<file path="src/source/qspi_ctrl_pkg.sv">
// Controller-side widths for a 22-bit byte address; words are two bytes, chip addresses 24 bits
package qspi_ctrl_pkg;

	localparam int flash_addr_width = 22; // Controller byte address
	localparam int word_addr_width = 21; // Byte address without bit 0
	localparam int read_addr_width = 24; // Per-chip address sent on the lanes

	// Burst sequencer states
	typedef enum logic [3:0] {
		st_init,
		st_wait, // Wait for start address, grant and request
		st_setup, // Select the command step
		st_loading, // Load shift registers and bit counter
		st_transaction, // Serial clock running
		st_check_stop,
		st_inc_step,
		st_reset, // Command phase over
		st_dummy,
		st_read, // Clock low, wait for buffer room
		st_read_high // Clock high, lanes sampled
	} burst_state_t;

endpackage

</file>
<file path="src/source/qspi_flash_pkg.sv">
// Flash-side constants for four chips in parallel; 3-byte addressing and ten dummy clocks only
package qspi_flash_pkg;

	localparam int n_flash = 4; // Chips sharing clock, chip select and lanes
	localparam int data_width = 16; // Four lanes times four chips
	localparam int lane_width = 16; // Length of the io0 shift register
	localparam int addr_cycles = 6; // 24 address bits over four lanes
	localparam int dummy_cycles = 10;
	localparam int count_width = 5;

	localparam int step_count = 6;
	localparam int step_width = 3;
	localparam logic [step_width-1:0] last_step = 3'(step_count - 1);

	typedef enum logic [7:0] {
		op_write_enable = 8'h06,
		op_write_vcr = 8'h81,
		op_quad_read = 8'hEB
	} flash_opcode_t;

	localparam logic [7:0] vcr_value = 8'hFB; // Ten dummy clocks, XIP off

	// **************************************************
	// Command step table, one entry per transaction step
	// **************************************************

	// The bit counter runs two clocks past its load value
	localparam int shift_count_bias = 2;
	localparam logic [count_width-1:0] byte_count = 5'(8 - shift_count_bias);
	localparam logic [count_width-1:0] word_count = 5'(16 - shift_count_bias);
	localparam logic [count_width-1:0] addr_count =
		5'(addr_cycles + dummy_cycles - shift_count_bias);
	localparam logic [count_width-1:0] ncs_gap_count = 5'd31; // Long deselect gap

	localparam logic [lane_width-1:0] idle_bits = 16'hFFFF;

	// Address step is all zero here, the shifter fills in the address
	localparam logic [lane_width-1:0] step_bits_rom [step_count] = '{
		{op_write_enable, 8'hFF},
		idle_bits,
		{op_write_vcr, vcr_value},
		idle_bits,
		{op_quad_read, 8'hFF},
		16'h0000
	};

	localparam logic [count_width-1:0] step_count_rom [step_count] = '{
		byte_count, ncs_gap_count, word_count, ncs_gap_count, byte_count, addr_count
	};

	// Bit i belongs to step i
	localparam logic [step_count-1:0] step_clocked_mask = 6'b110101;
	localparam logic [step_count-1:0] step_ncs_mask = 6'b001010;
	localparam logic [step_count-1:0] step_fill_mask = 6'b011111; // Address step fills zeros

endpackage
</file>
<file path="src/source/qspi_flash_reader.sv">
// Quad-SPI burst reader for four flash chips in parallel; lanes are tri-stated outside this block
`timescale 1ns/1ps

module qspi_flash_reader (
	input  logic clk,
	input  logic nreset,
	input  logic [qspi_ctrl_pkg::flash_addr_width-1:0] addr_in,
	input  logic [qspi_ctrl_pkg::flash_addr_width-1:0] stop_addr_in,
	input  logic addr_sload,
	input  logic data_request,
	input  logic data_read,
	output logic [qspi_flash_pkg::data_width-1:0] data,
	output logic data_ready,
	output logic done,
	output logic flash_access_request,
	input  logic flash_access_granted,
	output logic flash_sck,
	output logic [qspi_flash_pkg::n_flash-1:0] flash_ncs,
	output logic [3:0] flash_io_out,
	output logic [3:0] flash_highz,
	input  logic [qspi_flash_pkg::n_flash-1:0] flash_io0_in,
	input  logic [qspi_flash_pkg::n_flash-1:0] flash_io1_in,
	input  logic [qspi_flash_pkg::n_flash-1:0] flash_io2_in,
	input  logic [qspi_flash_pkg::n_flash-1:0] flash_io3_in
);

	qspi_ctrl_pkg::burst_state_t state;
	logic [qspi_ctrl_pkg::read_addr_width-1:0] read_address;
	logic [qspi_flash_pkg::lane_width-1:0] step_bits;
	logic [qspi_flash_pkg::count_width-1:0] step_count_load;
	logic step_shift_fill;
	logic step_clocked;
	logic step_ncs;
	logic addr_latched;
	logic granted;
	logic burst_restart;
	logic shift_done;
	logic take_word;
	logic word_taken;

	qspi_address_tracker tracker0 (
		.clk(clk), .nreset(nreset),
		.addr_in(addr_in), .stop_addr_in(stop_addr_in), .addr_sload(addr_sload),
		.data_request(data_request), .flash_access_granted(flash_access_granted),
		.word_taken(word_taken), .burst_restart(burst_restart),
		.read_address(read_address), .addr_latched(addr_latched), .granted(granted),
		.flash_access_request(flash_access_request), .done(done)
	);

	qspi_burst_sequencer sequencer0 (
		.clk(clk), .nreset(nreset), .data_request(data_request),
		.addr_latched(addr_latched), .granted(granted), .shift_done(shift_done),
		.take_word(take_word), .state(state), .step_bits(step_bits),
		.step_count_load(step_count_load), .step_shift_fill(step_shift_fill),
		.step_clocked(step_clocked), .step_ncs(step_ncs), .burst_restart(burst_restart)
	);

	qspi_serial_shifter shifter0 (
		.clk(clk), .state(state), .step_bits(step_bits), .step_count_load(step_count_load),
		.step_shift_fill(step_shift_fill), .step_clocked(step_clocked), .step_ncs(step_ncs),
		.read_address(read_address), .shift_done(shift_done), .flash_sck(flash_sck),
		.flash_ncs(flash_ncs), .flash_io_out(flash_io_out), .flash_highz(flash_highz)
	);

	qspi_read_buffer buffer0 (
		.clk(clk), .nreset(nreset), .state(state),
		.flash_io0_in(flash_io0_in), .flash_io1_in(flash_io1_in),
		.flash_io2_in(flash_io2_in), .flash_io3_in(flash_io3_in),
		.data_read(data_read), .data(data), .data_ready(data_ready),
		.take_word(take_word), .word_taken(word_taken)
	);

endmodule

</file>
<file path="src/source/qspi_read_buffer.sv">
// One-word holding stage; the sequencer only clocks the flash when a word can be accepted
`timescale 1ns/1ps

module qspi_read_buffer (
	input  logic clk,
	input  logic nreset,
	input  qspi_ctrl_pkg::burst_state_t state,
	input  logic [qspi_flash_pkg::n_flash-1:0] flash_io0_in,
	input  logic [qspi_flash_pkg::n_flash-1:0] flash_io1_in,
	input  logic [qspi_flash_pkg::n_flash-1:0] flash_io2_in,
	input  logic [qspi_flash_pkg::n_flash-1:0] flash_io3_in,
	input  logic data_read,
	output logic [qspi_flash_pkg::data_width-1:0] data,
	output logic data_ready,
	output logic take_word,
	output logic word_taken
);

	logic [qspi_flash_pkg::data_width-1:0] lane_word;
	logic capture;
	logic flush;

	// Chip 3 in the top nibble, io0 highest within a chip
	always_comb begin
		for (int c = 0; c < qspi_flash_pkg::n_flash; c++) begin
			lane_word[4*c + 3] = flash_io0_in[c];
			lane_word[4*c + 2] = flash_io1_in[c];
			lane_word[4*c + 1] = flash_io2_in[c];
			lane_word[4*c] = flash_io3_in[c];
		end
	end

	assign capture = (state == qspi_ctrl_pkg::st_read_high); // Clock is high this cycle
	assign flush = (state == qspi_ctrl_pkg::st_init) || (state == qspi_ctrl_pkg::st_wait);
	assign word_taken = data_ready & data_read;
	assign take_word = ~data_ready | data_read;

	always_ff @(posedge clk) begin
		if (capture) begin
			data <= lane_word;
		end
	end

	always_ff @(posedge clk or negedge nreset) begin
		if (!nreset) begin
			data_ready <= 1'b0;
		end else if (flush) begin
			data_ready <= 1'b0; // Unread word of an aborted burst is dropped
		end else if (capture) begin
			data_ready <= 1'b1;
		end else if (data_read) begin
			data_ready <= 1'b0;
		end
	end

endmodule

</file>
<file path="src/source/qspi_serial_shifter.sv">
// Command clock runs at half the system clock; read clock is one system cycle high per word
`timescale 1ns/1ps

module qspi_serial_shifter (
	input  logic clk,
	input  qspi_ctrl_pkg::burst_state_t state,
	input  logic [qspi_flash_pkg::lane_width-1:0] step_bits,
	input  logic [qspi_flash_pkg::count_width-1:0] step_count_load,
	input  logic step_shift_fill,
	input  logic step_clocked,
	input  logic step_ncs,
	input  logic [qspi_ctrl_pkg::read_addr_width-1:0] read_address,
	output logic shift_done,
	output logic flash_sck,
	output logic [qspi_flash_pkg::n_flash-1:0] flash_ncs,
	output logic [3:0] flash_io_out,
	output logic [3:0] flash_highz
);

	logic [qspi_flash_pkg::lane_width-1:0] io0_q;
	logic [qspi_flash_pkg::addr_cycles-1:0] io_hi_q [1:3];
	logic [qspi_flash_pkg::addr_cycles-1:0] addr_lane [0:3];
	logic [qspi_flash_pkg::lane_width-1:0] io0_load;
	logic [qspi_flash_pkg::count_width-1:0] count_q;
	logic almost_done;
	logic sck_cmd; // Half-rate command clock
	logic enable_shift;
	logic addr_step;
	logic loading;
	logic shifting;
	logic read_phase;
	logic turnaround;

	assign loading = (state == qspi_ctrl_pkg::st_loading);
	assign addr_step = ~step_shift_fill; // Only the address step fills with zeros
	assign enable_shift = step_clocked ? sck_cmd : 1'b1;
	assign shifting = (state == qspi_ctrl_pkg::st_transaction) && enable_shift;

	// Address bits interleaved over the lanes, io3 carries the MSB
	always_comb begin
		for (int l = 0; l < 4; l++) begin
			for (int j = 0; j < qspi_flash_pkg::addr_cycles; j++) begin
				addr_lane[l][j] = read_address[4*j + l];
			end
		end
	end

	assign io0_load = addr_step ? (step_bits | {addr_lane[0],
		{(qspi_flash_pkg::lane_width - qspi_flash_pkg::addr_cycles){1'b0}}}) : step_bits;

	// **************************************************
	// Lane shift registers and bit counter
	// **************************************************

	always_ff @(posedge clk) begin
		if (loading) begin
			io0_q <= io0_load;
			for (int l = 1; l < 4; l++) begin
				io_hi_q[l] <= addr_step ? addr_lane[l] : '1;
			end
		end else if (shifting) begin
			io0_q <= {io0_q[qspi_flash_pkg::lane_width-2:0], step_shift_fill};
			for (int l = 1; l < 4; l++) begin
				io_hi_q[l] <= {io_hi_q[l][qspi_flash_pkg::addr_cycles-2:0], step_shift_fill};
			end
		end
	end

	always_ff @(posedge clk) begin
		if (loading) begin
			count_q <= step_count_load;
			almost_done <= 1'b0;
		end else if (shifting) begin
			count_q <= count_q - 1'b1;
			if (count_q == '0) begin
				almost_done <= 1'b1; // One more bit to go
			end
		end
	end

	assign shift_done = almost_done & enable_shift;

	// Toggles only while a clocked step runs, otherwise parked low
	always_ff @(posedge clk) begin
		if ((state == qspi_ctrl_pkg::st_transaction) && step_clocked) begin
			sck_cmd <= ~sck_cmd;
		end else begin
			sck_cmd <= 1'b0;
		end
	end

	// **************************************************
	// Flash pins
	// **************************************************

	assign read_phase = (state == qspi_ctrl_pkg::st_read) || (state == qspi_ctrl_pkg::st_read_high);
	assign turnaround = read_phase || (state == qspi_ctrl_pkg::st_reset)
		|| (state == qspi_ctrl_pkg::st_dummy); // io1 lets go first

	assign flash_sck = sck_cmd | (state == qspi_ctrl_pkg::st_read_high);
	assign flash_ncs = {qspi_flash_pkg::n_flash{step_ncs}};
	assign flash_io_out = {
		io_hi_q[3][qspi_flash_pkg::addr_cycles-1],
		io_hi_q[2][qspi_flash_pkg::addr_cycles-1],
		io_hi_q[1][qspi_flash_pkg::addr_cycles-1],
		io0_q[qspi_flash_pkg::lane_width-1]
	};
	assign flash_highz = {read_phase, read_phase, turnaround, read_phase};

endmodule

</file>
<file path="src/source/qspi_burst_sequencer.sv">
// Fixed six-step command phase for 3-byte quad-IO reads; dropping data_request aborts at once
`timescale 1ns/1ps

module qspi_burst_sequencer (
	input  logic clk,
	input  logic nreset,
	input  logic data_request,
	input  logic addr_latched,
	input  logic granted,
	input  logic shift_done,
	input  logic take_word,
	output qspi_ctrl_pkg::burst_state_t state,
	output logic [qspi_flash_pkg::lane_width-1:0] step_bits,
	output logic [qspi_flash_pkg::count_width-1:0] step_count_load,
	output logic step_shift_fill,
	output logic step_clocked,
	output logic step_ncs,
	output logic burst_restart
);

	qspi_ctrl_pkg::burst_state_t state_next;
	logic [qspi_flash_pkg::step_width-1:0] step_q;
	logic transaction_end;
	logic idle;
	logic abort;

	assign idle = (state == qspi_ctrl_pkg::st_init) || (state == qspi_ctrl_pkg::st_wait);
	assign abort = addr_latched | ~granted; // New start address or lost access
	assign burst_restart = (state == qspi_ctrl_pkg::st_reset);

	// **************************************************
	// State machine
	// **************************************************

	always_comb begin
		state_next = state;
		case (state)
			qspi_ctrl_pkg::st_init: state_next = qspi_ctrl_pkg::st_wait;
			qspi_ctrl_pkg::st_wait: begin
				if (addr_latched && granted && data_request) begin
					state_next = qspi_ctrl_pkg::st_setup;
				end
			end
			qspi_ctrl_pkg::st_setup: state_next = qspi_ctrl_pkg::st_loading;
			qspi_ctrl_pkg::st_loading: state_next = qspi_ctrl_pkg::st_transaction;
			qspi_ctrl_pkg::st_transaction: begin
				if (shift_done) begin
					state_next = qspi_ctrl_pkg::st_check_stop;
				end
			end
			qspi_ctrl_pkg::st_check_stop: begin
				state_next = transaction_end ? qspi_ctrl_pkg::st_reset
					: qspi_ctrl_pkg::st_inc_step;
			end
			qspi_ctrl_pkg::st_inc_step: state_next = qspi_ctrl_pkg::st_setup;
			qspi_ctrl_pkg::st_reset: state_next = qspi_ctrl_pkg::st_dummy;
			qspi_ctrl_pkg::st_dummy: state_next = qspi_ctrl_pkg::st_read;
			qspi_ctrl_pkg::st_read: begin
				// Clock stays low here until the buffer has room
				if (abort) begin
					state_next = qspi_ctrl_pkg::st_wait;
				end else if (take_word) begin
					state_next = qspi_ctrl_pkg::st_read_high;
				end
			end
			qspi_ctrl_pkg::st_read_high: begin
				state_next = abort ? qspi_ctrl_pkg::st_wait : qspi_ctrl_pkg::st_read;
			end
			default: state_next = qspi_ctrl_pkg::st_init;
		endcase
	end

	always_ff @(posedge clk or negedge nreset) begin
		if (!nreset) begin
			state <= qspi_ctrl_pkg::st_init;
		end else if (!data_request) begin
			state <= qspi_ctrl_pkg::st_init;
		end else begin
			state <= state_next;
		end
	end

	// **************************************************
	// Step counter and step selection
	// **************************************************

	always_ff @(posedge clk or negedge nreset) begin
		if (!nreset) begin
			step_q <= '0;
		end else if (idle) begin
			step_q <= '0;
		end else if (state == qspi_ctrl_pkg::st_inc_step) begin
			step_q <= step_q + 1'b1;
		end
	end

	always_ff @(posedge clk or negedge nreset) begin
		if (!nreset) begin
			step_ncs <= 1'b1;
			step_clocked <= 1'b0;
			step_shift_fill <= 1'b1;
			transaction_end <= 1'b0;
		end else if (idle) begin
			step_ncs <= 1'b1; // Deselected between bursts
			step_clocked <= 1'b0;
			step_shift_fill <= 1'b1;
			transaction_end <= 1'b0;
		end else if (state == qspi_ctrl_pkg::st_setup) begin
			step_ncs <= qspi_flash_pkg::step_ncs_mask[step_q];
			step_clocked <= qspi_flash_pkg::step_clocked_mask[step_q];
			step_shift_fill <= qspi_flash_pkg::step_fill_mask[step_q];
			transaction_end <= (step_q == qspi_flash_pkg::last_step);
		end else if (state == qspi_ctrl_pkg::st_reset) begin
			transaction_end <= 1'b0;
		end
	end

	always_ff @(posedge clk) begin
		if (idle) begin
			step_bits <= qspi_flash_pkg::idle_bits;
			step_count_load <= qspi_flash_pkg::byte_count;
		end else if (state == qspi_ctrl_pkg::st_setup) begin
			step_bits <= qspi_flash_pkg::step_bits_rom[step_q];
			step_count_load <= qspi_flash_pkg::step_count_rom[step_q];
		end
	end

endmodule

</file>
<file path="src/source/qspi_addr_tracker.sv">
// Addresses must be word aligned; the stop word is inclusive and only words after burst start count
`timescale 1ns/1ps

module qspi_address_tracker (
	input  logic clk,
	input  logic nreset,
	input  logic [qspi_ctrl_pkg::flash_addr_width-1:0] addr_in,
	input  logic [qspi_ctrl_pkg::flash_addr_width-1:0] stop_addr_in,
	input  logic addr_sload,
	input  logic data_request,
	input  logic flash_access_granted,
	input  logic word_taken,
	input  logic burst_restart,
	output logic [qspi_ctrl_pkg::read_addr_width-1:0] read_address,
	output logic addr_latched,
	output logic granted,
	output logic flash_access_request,
	output logic done
);

	logic [qspi_ctrl_pkg::word_addr_width-1:0] word_cnt;
	logic [qspi_ctrl_pkg::word_addr_width-1:0] stop_word;
	logic count_en;

	assign stop_word = stop_addr_in[qspi_ctrl_pkg::flash_addr_width-1:1];
	assign count_en = word_taken & ~addr_latched; // Old burst words are not counted

	// **************************************************
	// Address latch and word counter
	// **************************************************

	always_ff @(posedge clk) begin
		if (addr_sload) begin
			// Each chip holds a quarter of the byte space
			read_address <= {
				{(qspi_ctrl_pkg::read_addr_width - qspi_ctrl_pkg::flash_addr_width + 2){1'b0}},
				addr_in[qspi_ctrl_pkg::flash_addr_width-1:2]
			};
			word_cnt <= addr_in[qspi_ctrl_pkg::flash_addr_width-1:1];
		end else if (count_en) begin
			word_cnt <= word_cnt + 1'b1;
		end
	end

	always_ff @(posedge clk or negedge nreset) begin
		if (!nreset) begin
			addr_latched <= 1'b0;
		end else if (addr_sload) begin
			addr_latched <= 1'b1;
		end else if (burst_restart) begin
			addr_latched <= 1'b0; // Sequencer has taken the new start
		end
	end

	// Set one cycle after the stop word goes out
	always_ff @(posedge clk or negedge nreset) begin
		if (!nreset) begin
			done <= 1'b0;
		end else if (addr_sload) begin
			done <= 1'b0;
		end else if (count_en && (word_cnt == stop_word)) begin
			done <= 1'b1;
		end
	end

	// **************************************************
	// Flash access request and grant
	// **************************************************

	always_ff @(posedge clk or negedge nreset) begin
		if (!nreset) begin
			flash_access_request <= 1'b0;
			granted <= 1'b0;
		end else begin
			flash_access_request <= data_request;
			if (!data_request) begin
				granted <= 1'b0;
			end else if (!granted) begin
				granted <= flash_access_granted; // Held until request drops
			end
		end
	end

endmodule

</file>
<file path="config.mk">
export PLATFORM = sky130hd
export DESIGN_NAME = qspi_flash_reader
export DESIGN_NICKNAME = d
export VERILOG_FILES = /design/src/source/qspi_ctrl_pkg.sv /design/src/source/qspi_flash_pkg.sv /design/src/source/qspi_flash_reader.sv /design/src/source/qspi_read_buffer.sv /design/src/source/qspi_serial_shifter.sv /design/src/source/qspi_burst_sequencer.sv /design/src/source/qspi_addr_tracker.sv
export SDC_FILE = /design/constraint.sdc
export NUM_CORES = 1
export LEC_CHECK = 0
export BUFFER_PORTS_ARGS = -buffer_cell sky130_fd_sc_hd__clkbuf_2
export CAP_MARGIN = 20
export CORE_MARGIN = 8
export CORE_UTILIZATION = 40
export CTS_CLUSTER_SIZE = 8
export DETAILED_ROUTE_END_ITERATION = 6
export HOLD_SLACK_MARGIN = 0.06
export PLACE_DENSITY_LB_ADDON = 0.3
export SYNTH_ARGS = -nofsm -noshare
export SYNTH_HDL_FRONTEND = slang
export SYNTH_SLANG_ARGS = --single-unit
</file>
<file path="constraint.sdc">
create_clock -name clk -period 3.2 [get_ports clk]
set_input_delay 0.48 -clock clk [delete_from_list [all_inputs] [get_ports clk]]
set_output_delay 0.48 -clock clk [all_outputs]
set_load 0.02 [all_outputs]
</file>
## Word level (Yosys, flattened, before mapping)

Memories as Yosys holds them, arrays and structs flattened. A register that Yosys moved wholly into a read port is not among the register bits.
Cells that the tools add are included.

- Div/mod/pow operators: 0
- Bitwise logic cells: 15
- Muxes and demuxes: 49
- Multiply operators: 0
- Equal/unequal tests: 15
- $add $sub $neg: 3
- Order comparisons: 1
- Reductions and logical operators: 21
- Shift operators: 0

Operators with widths:

| kind | count |
|---|---|
| two-way mux 16 bit | 3 |
| case mux 4 bit (11 select lines) | 1 |
| two-way mux 21 bit | 2 |
| two-way mux 6 bit | 6 |
| two-way mux 1 bit | 27 |
| two-way mux 4 bit | 6 |
| adder 21 x 1 -> 21 bit, second input constant | 1 |
| == test 21 bit | 1 |
| == test 4 x 3 -> 1 bit, second input constant | 4 |
| OR 16 x 15 -> 16 bit | 1 |
| == test 4 bit, second input constant | 3 |
| nonzero test 2 bit | 6 |
| two-way mux 5 bit | 2 |
| == test 4 x 2 -> 1 bit, second input constant | 2 |
| two-way mux 3 bit | 2 |
| OR 1 bit | 6 |
| nonzero test 3 bit | 2 |
| logical AND 1 bit | 5 |
| logical NOT 5 bit | 1 |
| subtractor 5 x 1 -> 5 bit, second input constant | 1 |
| == test 4 x 1 -> 1 bit, second input constant | 1 |
| logical NOT 4 bit | 1 |
| logical OR 1 bit | 4 |
| less-than comparator 3 x 4 -> 1 bit, second input constant | 1 |
| 10 further kinds | 15 |

- Output and inout bits: 32
- RAM bits: 18
- Logic and storage cells: 128
- Memories kept: 6
- Bits in latches: 0
- Register bits: 96
- ROM bits: 192

Memory list:

| name | words | bits a word | read ports | clocked after Yosys merged registers in | wr ports | RTL line | RTL |
|---|---|---|---|---|---|---|---|
| (name not given) | 8 | 16 | 1 | 1 | 0 | qspi_burst_sequencer.sv:123 | `step_bits <= qspi_flash_pkg::step_bits_rom[step_q];` |
| (name not given) | 8 | 5 | 1 | 1 | 0 | qspi_burst_sequencer.sv:124 | `step_count_load <= qspi_flash_pkg::step_count_rom[step_q];` |
| shifter0.io_hi_q | 3 | 6 | 3 | 0 | 3 | qspi_serial_shifter.sv:21 | `logic [qspi_flash_pkg::addr_cycles-1:0] io_hi_q [1:3];` |
| (name not given) | 8 | 1 | 1 | 0 | 0 | qspi_burst_sequencer.sv:109 | `step_ncs <= qspi_flash_pkg::step_ncs_mask[step_q];` |
| (name not given) | 8 | 1 | 1 | 0 | 0 | qspi_burst_sequencer.sv:110 | `step_clocked <= qspi_flash_pkg::step_clocked_mask[step_q];` |
| (name not given) | 8 | 1 | 1 | 0 | 0 | qspi_burst_sequencer.sv:111 | `step_shift_fill <= qspi_flash_pkg::step_fill_mask[step_q];` |

## Depth between registers and ports, before layout

Gate-level depths: netlist of the first run.

- Word-level depth: 6
- Gate-level depth with buffers: 7
- Mapped depth without buffers: 5

## Cells and area by module

From an unflattened synthesis of the first run, not the netlist that was laid out.

- Cell total of the unflattened synthesis: 530
- Area total of the unflattened synthesis: 6079.6 um2

Modules (own cells, without submodules):

| module | area an instance (um2) | seq. area each (um2) | instances | cells each |
|---|---|---|---|---|
| qspi_address_tracker | 2254.7 | 1331.3 | 1 | 196 |
| qspi_serial_shifter | 2062.0 | 1211.2 | 1 | 174 |
| qspi_burst_sequencer | 1202.4 | 437.9 | 1 | 136 |
| qspi_read_buffer | 560.5 | 505.5 | 1 | 24 |

## Worst setup path before layout of the first run

Ideal clock, no wire load.

- Kind: flip-flop to flip-flop
- Start: register sequencer0.state[1]
- End: register shifter0.count_q[0] (netlist name) (enable)
- Required time: 2803 ps
- Data arrival time: 2447 ps
- Slack: 356 ps
- Stages on the path, launching flop included: 7
- Setup time: 397 ps
- Cell sequence: dfrtp_1 > clkbuf_1 > or4b_1 > nand2b_1 > clkbuf_1 > clkbuf_1 > nand2_1

- Longest elaborated chain between the ends: 3
- Elaborated cells between the ends (all ways): 4
- Classes of those cells: eq/ne: 2; reduce/logical: 2

RTL lines:

| element | RTL line | RTL |
|---|---|---|
| start, declared | qspi_burst_sequencer.sv:12 | `output qspi_ctrl_pkg::burst_state_t state,` |
| start signal, assigned | qspi_burst_sequencer.sv:75 | `state <= qspi_ctrl_pkg::st_init;` |
| start signal, assigned | qspi_burst_sequencer.sv:77 | `state <= qspi_ctrl_pkg::st_init;` |
| start signal, assigned | qspi_burst_sequencer.sv:79 | `state <= state_next;` |
| == test 4 x 3 -> 1 bit | qspi_serial_shifter.sv:37 | `assign shifting = (state == qspi_ctrl_pkg::st_transaction) && enable_shift;` |
| logical AND 1 bit | qspi_serial_shifter.sv:37 |  |
| nonzero test 2 bit (no line) (*) | n/a |  |
| end signal, assigned | qspi_serial_shifter.sv:71 | `count_q <= step_count_load;` |
| end signal, assigned | qspi_serial_shifter.sv:74 | `count_q <= count_q - 1'b1;` |
| end, declared | qspi_serial_shifter.sv:24 | `logic [qspi_flash_pkg::count_width-1:0] count_q;` |

Mark *: on every way between the ends. The rest lies on a longest branch, timed or not.
A chain may end at the register's enable or synchronous reset.

## Final worst setup path of the first run

- Start: register sequencer0.state[2]
- End: output flash_sck

- Longest elaborated chain between the ends: 2

RTL lines:

| element | RTL line | RTL |
|---|---|---|
| == test 4 bit | qspi_serial_shifter.sv:100 | `assign flash_sck = sck_cmd \| (state == qspi_ctrl_pkg::st_read_high);` |
| OR 1 bit | qspi_serial_shifter.sv:100 |  |
| end, declared | qspi_flash_reader.sv:17 | `output logic flash_sck,` |

Every way passes these cells.

==> flow_metrics.tcl, run 1 <==
set metrics [dict create \
    status "finished clean" \
    worst_path_largest_cell_delay_ns 0.60 \
    synth_cells 505 \
    cpMaxStageDelayCell "dfrtp_1" \
    clock_sinks 122 \
    rsz0062_at_grt "false" \
    powerDensity_nw_per_um2 602 \
    path_cells "nand2b_1 > nor2_1 > buf_4 > or2_2 > clkbuf_2" \
    cts_buffers 17 \
    avgSynthCellArea_sq_um 11.2 \
    r2r_slack_ns 0.95 \
    finalSetupTns_ns 0 \
    htreeDepth 4 \
    cp_num_buf_inv 2 \
    final_cell_mix "nand2_1, edfxtp_1, clkbuf_2" \
    drc 0 \
    yosysTopAreaCell "edfxtp_1" \
    die_h_microns 135 \
    cts_buffer_depth 2 \
    cts.clk_slew.worst_paths_ns 0.05 \
    critPathRequiredTime_ns 2.72 \
    drv_cap 0 \
    hpwl_mm 8.91 \
    wl_mm 12.1 \
    slew_headroom 0.578 \
    finalCriticalPeriod_ns 2.55 \
    worstReg2RegStart "sequencer0.state[3]$_DFFE_PN0P_" \
    reg2reg_depth 5 \
    fillers 1260 \
    drt_iter0_drc 324 \
    min_path_cells 1 \
    core_region_area_sq_um 13800 \
    clock_latency_ns 0.41 \
    diodes 0 \
    wl_met1_mm 5.46 \
    synth_edf_count 96 \
    worst_pin_slew_ns 0.627 \
    detail_route.wl_per_cell_microns 15.3 \
    vias_per_cell 4.93 \
    antenna_left 0 \
    worst-path-max-fanout 17 \
    drive_gt1_frac 0.234 \
    io_pins 98 \
    mostFrequentLayoutCell "nand2_1" \
    cts_tree "done" \
    path_class "reg -> out" \
    synth_cell_types 54 \
    hold_end "tracker0.flash_access_request$_DFF_PN0_" \
    finalCritPeriodShare 0.796 \
    track_usage 0.139 \
    start_util 0.408 \
    skew_ns 0.00679 \
    synth_area_sq_um 5640 \
    numPortBuffers 95 \
    overflow 0 \
    setup_viol_count_final 0 \
    dr.pass1.iters 5 \
    antenna_found_initial 0 \
    synth_area_leaders "edfxtp_1, nand2_1, dfrtp_1, dfxtp_1, o21ai_0" \
    fp.dieW_microns 135 \
    dr_wl_met2_mm 5.76 \
    fmax_mhz 392 \
    ys_seq_area_frac 0.618 \
    async_flop_share 0.131 \
    grt_pass1_wl_mm 19.9 \
    die-area_sq_um 18200 \
    start_kind "flop" \
    path_depth 5 \
    synth-seq-cells 122 \
    r2r-end "shifter0.io0_q[5]$_DFFE_PP_" \
    fin_area_sq_um 6840 \
    cp-end-kind "primary output" \
    dpl-instance-area_sq_um 6250 \
    cellLeakagePower_nw 2.66 \
    peakVddDrop_mv 0.427 \
    cpLargestDelayFamily "simple AND/OR/NAND/NOR gates" \
    yosys_warnings 0 \
    num_vias 3891 \
    netlist.area_leader.share 0.511 \
    row_count 43 \
    min_path_type "in -> reg" \
    highest_layer "met4" \
    post_cts_buffers 0 \
    route.met3.wl_microns 525 \
    area_growth_pct 21.3 \
    grt_pass1_vias 4016 \
    hp-start "data_request" \
    root_buffer "clkbuf_16" \
    synth_ff_type "edfxtp_1" \
    fin_nets 671 \
    grt_max_degree 24 \
    worstPathArrival_ns 2.07 \
    gp_congestion 0.842 \
    synthesis.nets 579 \
    finalHoldViolations 0 \
    slew_violations 0 \
]
==> report_power, final <==
part | switching (mW) | internal [mW]
Combinational | 0.215 | 0.144
Sequential | 0.0612 | 1.82
Clock | 0.641 | 1.24
==> cell usage after synthesis, types with 8 or more instances <==
cell type    n
clkbuf_1    19
nand2b_1     8
nor3_1      12
xnor2_1     16
xor2_1      20
ha_1         8
dfxtp_1     10
a21oi_1     21
nor2_1      25
nand2_1    104
buf_4       12
dfrtp_1     14
nor4_1       8
o21ai_0     40
edfxtp_1    96
inv_1       15
==> metal layers <==
metal,track usage,up-vias
li1,-,1976
met1,0.171,1802
met2,0.218,91
met3,0.0405,22
met4,0.0730,0
met5,0,-
==> worst max path at each step <==
stage / slack, ns / end / start
CTS: 0.64 / flash_sck / sequencer0.state[2]$_DFFE_PN0P_
global placement: 1.01 / shifter0.count_q[2]$_SDFFCE_PP1P_ / sequencer0.state[2]$_DFFE_PN0P_
finish: 0.65 / flash_sck / sequencer0.state[2]$_DFFE_PN0P_
floorplan: 0.36 / shifter0.count_q[0]$_DFFE_PP_ / sequencer0.state[1]$_DFFE_PN0P_
detailed placement: 0.95 / shifter0.count_q[1]$_SDFFCE_PP1P_ / sequencer0.state[2]$_DFFE_PN0P_
global route: 0.52 / flash_sck / sequencer0.state[2]$_DFFE_PN0P_
==> final cells by class <==
class                           instances  area, sq um  share of cell area
Sequential cell                       122         3490               0.509
Multi-Input combinational cell        331         1910               0.279
Timing Repair Buffer                  108          576              0.0841
Clock buffer                           23          458              0.0669
Tap cell                              180          225              0.0329
Clock inverter                          9          124              0.0181
Inverter                               17         63.8             0.00933
==> registers in the layout, summed over array words and instances, names as in the netlist <==
signal and cells:
sequencer0.transaction_end 1, shifter0.sck_cmd 1, tracker0.done 1, tracker0.word_cnt 21, sequencer0.step_count_load 2, sequencer0.step_clocked 1, tracker0.read_address 20, sequencer0.step_shift_fill 1
tracker0.flash_access_request 1, sequencer0.step_ncs 1, shifter0.io0_q 16, sequencer0.step_q 3, buffer0.data_ready 1, shifter0.count_q 5, tracker0.addr_latched 1, buffer0.data 16
shifter0.almost_done 1, shifter0.io_hi_q 18, sequencer0.state 4, tracker0.granted 1, sequencer0.step_bits 6
==> logic make-up after synthesis <==
family,after synthesis,share of synthesized area
flip-flops,122,0.618
AO/OA/AOI/OAI,91,0.0969
XOR/XNOR,36,0.0559
multiplexers,5,0.00909
AND/OR/NAND/NOR,190,0.157
adder cells (fa/ha/maj),9,0.0195
buffers and inverters,52,0.0435
==> what timing repair did <==
item	in CTS	in global routing
resized for setup	0	0
endpoints found under the hold margin	14	0
hold buffers	1	0
==> through the flow <==
step / std cells / hold slack, ns / util / worst slack [ns] / total power [mW]
after CTS: 790 / 0.196 / 0.495 / 0.636 / 4.16
after global placement: 757 / 0.435 / 0.452 / 1.01 / 2.26
after floorplan: 505 / 0.184 / - / 0.356 / 2.14
after global routing: 790 / 0.201 / 0.495 / 0.519 / 4.28
final: 790 / 0.208 / 0.495 / 0.652 / 4.12
after detailed placement: 757 / 0.441 / 0.452 / 0.947 / 2.28
(Power assumes the default switching activity.)
==> inputs of run 2 (changes only) <==
--- a/config.mk
+++ b/config.mk
@@ -5,6 +5,7 @@
 export SDC_FILE = /design/constraint.sdc
 export NUM_CORES = 1
 export LEC_CHECK = 0
+export ABC_AREA = 1
 export BUFFER_PORTS_ARGS = -buffer_cell sky130_fd_sc_hd__clkbuf_2
 export CAP_MARGIN = 20
 export CORE_MARGIN = 8
==> constraint.sdc (replaced) <==
create_clock -name clk -period 2.5 [get_ports clk]
set_input_delay 0.375 -clock clk [delete_from_list [all_inputs] [get_ports clk]]
set_output_delay 0.375 -clock clk [all_outputs]
set_load 0.02 [all_outputs]
==> flow_metrics.tcl, run 2 <==
set metrics [dict create \
    yosys_warnings 0 \
    synth_cell_types 35 \
    start_kind "flop" \
    finalCriticalPeriod_ns 2.18 \
    setup_viol_count_final 0 \
    hpwl_mm 10.1 \
    switchingPower_mw 1.73 \
    start_util 0.409 \
    netlist.area_leader.share 0.487 \
    drt_iter0_drc 424 \
    powerDensity_nw_per_um2 868 \
    p_comb_frac 0.174 \
    status "finished clean" \
    avgSynthCellArea_sq_um 9.17 \
    ys_seq_area_frac 0.589 \
    synthesis.nets 720 \
    reg.largest.list "tracker0.word_cnt (21), tracker0.read_address (20), shifter0.io_hi_q (18)" \
    final_cell_mix "nand2_1, edfxtp_1, clkbuf_2" \
    placed_cells 909 \
    core_region_area_sq_um 14500 \
    yosysTopAreaCell "edfxtp_1" \
    synth_edf_count 96 \
    rsz0062_at_grt "false" \
    power_frac_clock 0.386 \
    htreeDepth 4 \
    overflow 0 \
    fmax_mhz 458 \
    root_buffer "clkbuf_16" \
    slew_headroom 0.679 \
    io_pins 98 \
    largest_register_ffs 21 \
    synth_area_leaders "edfxtp_1, nand2_1, dfrtp_1, inv_1, nor2_1" \
    swShare 0.281 \
    finalCritPeriodShare 0.873 \
    dr.pass1.iters 5 \
    drv_cap 0 \
    die_h_microns 138 \
    wl_mm 13.5 \
    multi_input_comb_area_sq_um 1960 \
    gp_congestion 0.864 \
    wl_met1_mm 5.98 \
    synth-seq-cells 122 \
    route.met3.wl_microns 682 \
    critPathRequiredTime_ns 2.12 \
    worstPathArrival_ns 1.81 \
    top_register "tracker0.word_cnt" \
    detail_route.wl_per_cell_microns 14.3 \
    finalHoldViolations 0 \
    num_vias 4529 \
    dr_wl_met2_mm 6.60 \
    cts_tree "done" \
    skew_ns 0.0115 \
    cts.clk_slew.worst_paths_ns 0.05 \
    track_usage 0.149 \
    finalSetupTns_ns 0 \
    grt_pass1_vias 4516 \
    regArea_sq_um 3490 \
    drive_gt1_frac 0.215 \
    yosys.cell_count.top_type "nand2_1" \
    numPortBuffers 95 \
    min_path_type "in -> reg" \
    post_cts_buffers 0 \
    fin_cells 942 \
    path_class "reg -> out" \
    synth_ff_type "edfxtp_1" \
    highest_layer "met4" \
    grt_max_degree 46 \
    power_frac_seq 0.440 \
    row_count 44 \
    die-area_sq_um 19000 \
    intPower_mw 4.43 \
    cts_buffers 17 \
    peakVddDrop_mv 0.450 \
    clock_sinks 122 \
    cts_buffer_depth 2 \
    slew_violations 0 \
    antenna_found_initial 0 \
    fillers 1361 \
    area_growth_pct 19.9 \
    clock_latency_ns 0.41 \
    grt_pass1_wl_mm 22.0 \
    async_flop_share 0.131 \
    synth_cells 646 \
    mostFrequentLayoutCell "nand2_1" \
    antenna_left 0 \
    drc 0 \
    cp-end-kind "primary output" \
    synthTopCellsByCount "nand2_1, edfxtp_1, inv_1" \
    cellLeakagePower_nw 3.21 \
    synth_area_sq_um 5920 \
    fin_nets 819 \
    fp.dieW_microns 138 \
    diodes 0 \
    worst_pin_slew_ns 0.481 \
    worst-path-max-fanout 8 \
    vias_per_cell 4.81 \
]
## run 2: per-layer routing
metal	up-vias	track usage
met4	0	0.0531
met1	2109	0.183
met5	-	0
met3	17	0.0456
li1	2293	-
met2	110	0.243
## run 2: power by group through the flow
stage / sequential (mW) / clock (mW) / combinational, mW
2_1_floorplan: 2.69 / 0 / 0.850
3_3_place_gp: 2.74 / 0 / 1.04
3_5_place_dp: 2.75 / 0 / 1.07
4_1_cts: 2.71 / 2.42 / 1.08
5_1_grt: 2.74 / 2.51 / 1.22
6_report: 2.71 / 2.38 / 1.07
## run 2: cell families after synthesis
logic type / share of synthesized area
buf+inv: 0.0795
simple gates: 0.239
flops: 0.589
compound gates: 0.0653
xor+xnor: 0.0104
fa+ha+maj: 0.0169
## run 2: repair_timing
action | in CTS | in global routing
hold buffers | 1 | 0
endpoints found under the hold margin | 14 | 0
gates resized for setup | 0 | 0
## run 2: metrics by stage
step	power, mW	cell area (sq um)	hold WS (ns)	utilization	setup slack [ns]
floorplan	3.54	5920	0.0794	-	0.220
global placement	3.79	6510	0.333	0.450	0.733
detailed placement	3.82	6510	0.333	0.450	0.731
CTS	6.21	7100	0.122	0.490	0.288
global route	6.47	7100	0.115	0.490	0.157
finish	6.16	7100	0.131	0.490	0.317
## run 2: worst paths after layout
kind	startpoint	end	slack [ns]	cells past startpoint
min in group asynchronous	nreset	tracker0.flash_access_request$_DFF_PN0_	0.44	2
hold / removal	data_request	tracker0.flash_access_request$_DFF_PN0_	0.13	1
hold reg to reg	sequencer0.step_bits[7]$_SDFFE_PP1N_	sequencer0.step_bits[7]$_SDFFE_PP1N_	0.46	2
max in group asynchronous	nreset	sequencer0.step_shift_fill$_DFFE_PN1P_	1.72	2
setup reg to reg	sequencer0.state[1]$_DFFE_PN0P_	shifter0.io0_q[6]$_DFFE_PP_	0.72	8
setup / recovery	sequencer0.state[1]$_DFFE_PN0P_	flash_highz[0]	0.32	5
## run 2: cell type report
| cell class | count | area share |
|---|---|---|
| clock buffers | 24 | 0.0679 |
| clock inverters | 8 | 0.0132 |
| inverters | 79 | 0.0418 |
| multi-input cells | 421 | 0.277 |
| flip-flops and latches | 122 | 0.491 |
| well taps | 184 | 0.0324 |
| repair buffers | 104 | 0.0769 |
## run 2: critical path, stage by stage (launching register included)
cell and delay, ns:
dfrtp_1 0.53, nand2_1 0.19, nor2_1 0.28, nor2_1 0.11
inv_1 0.11, clkbuf_2 0.18
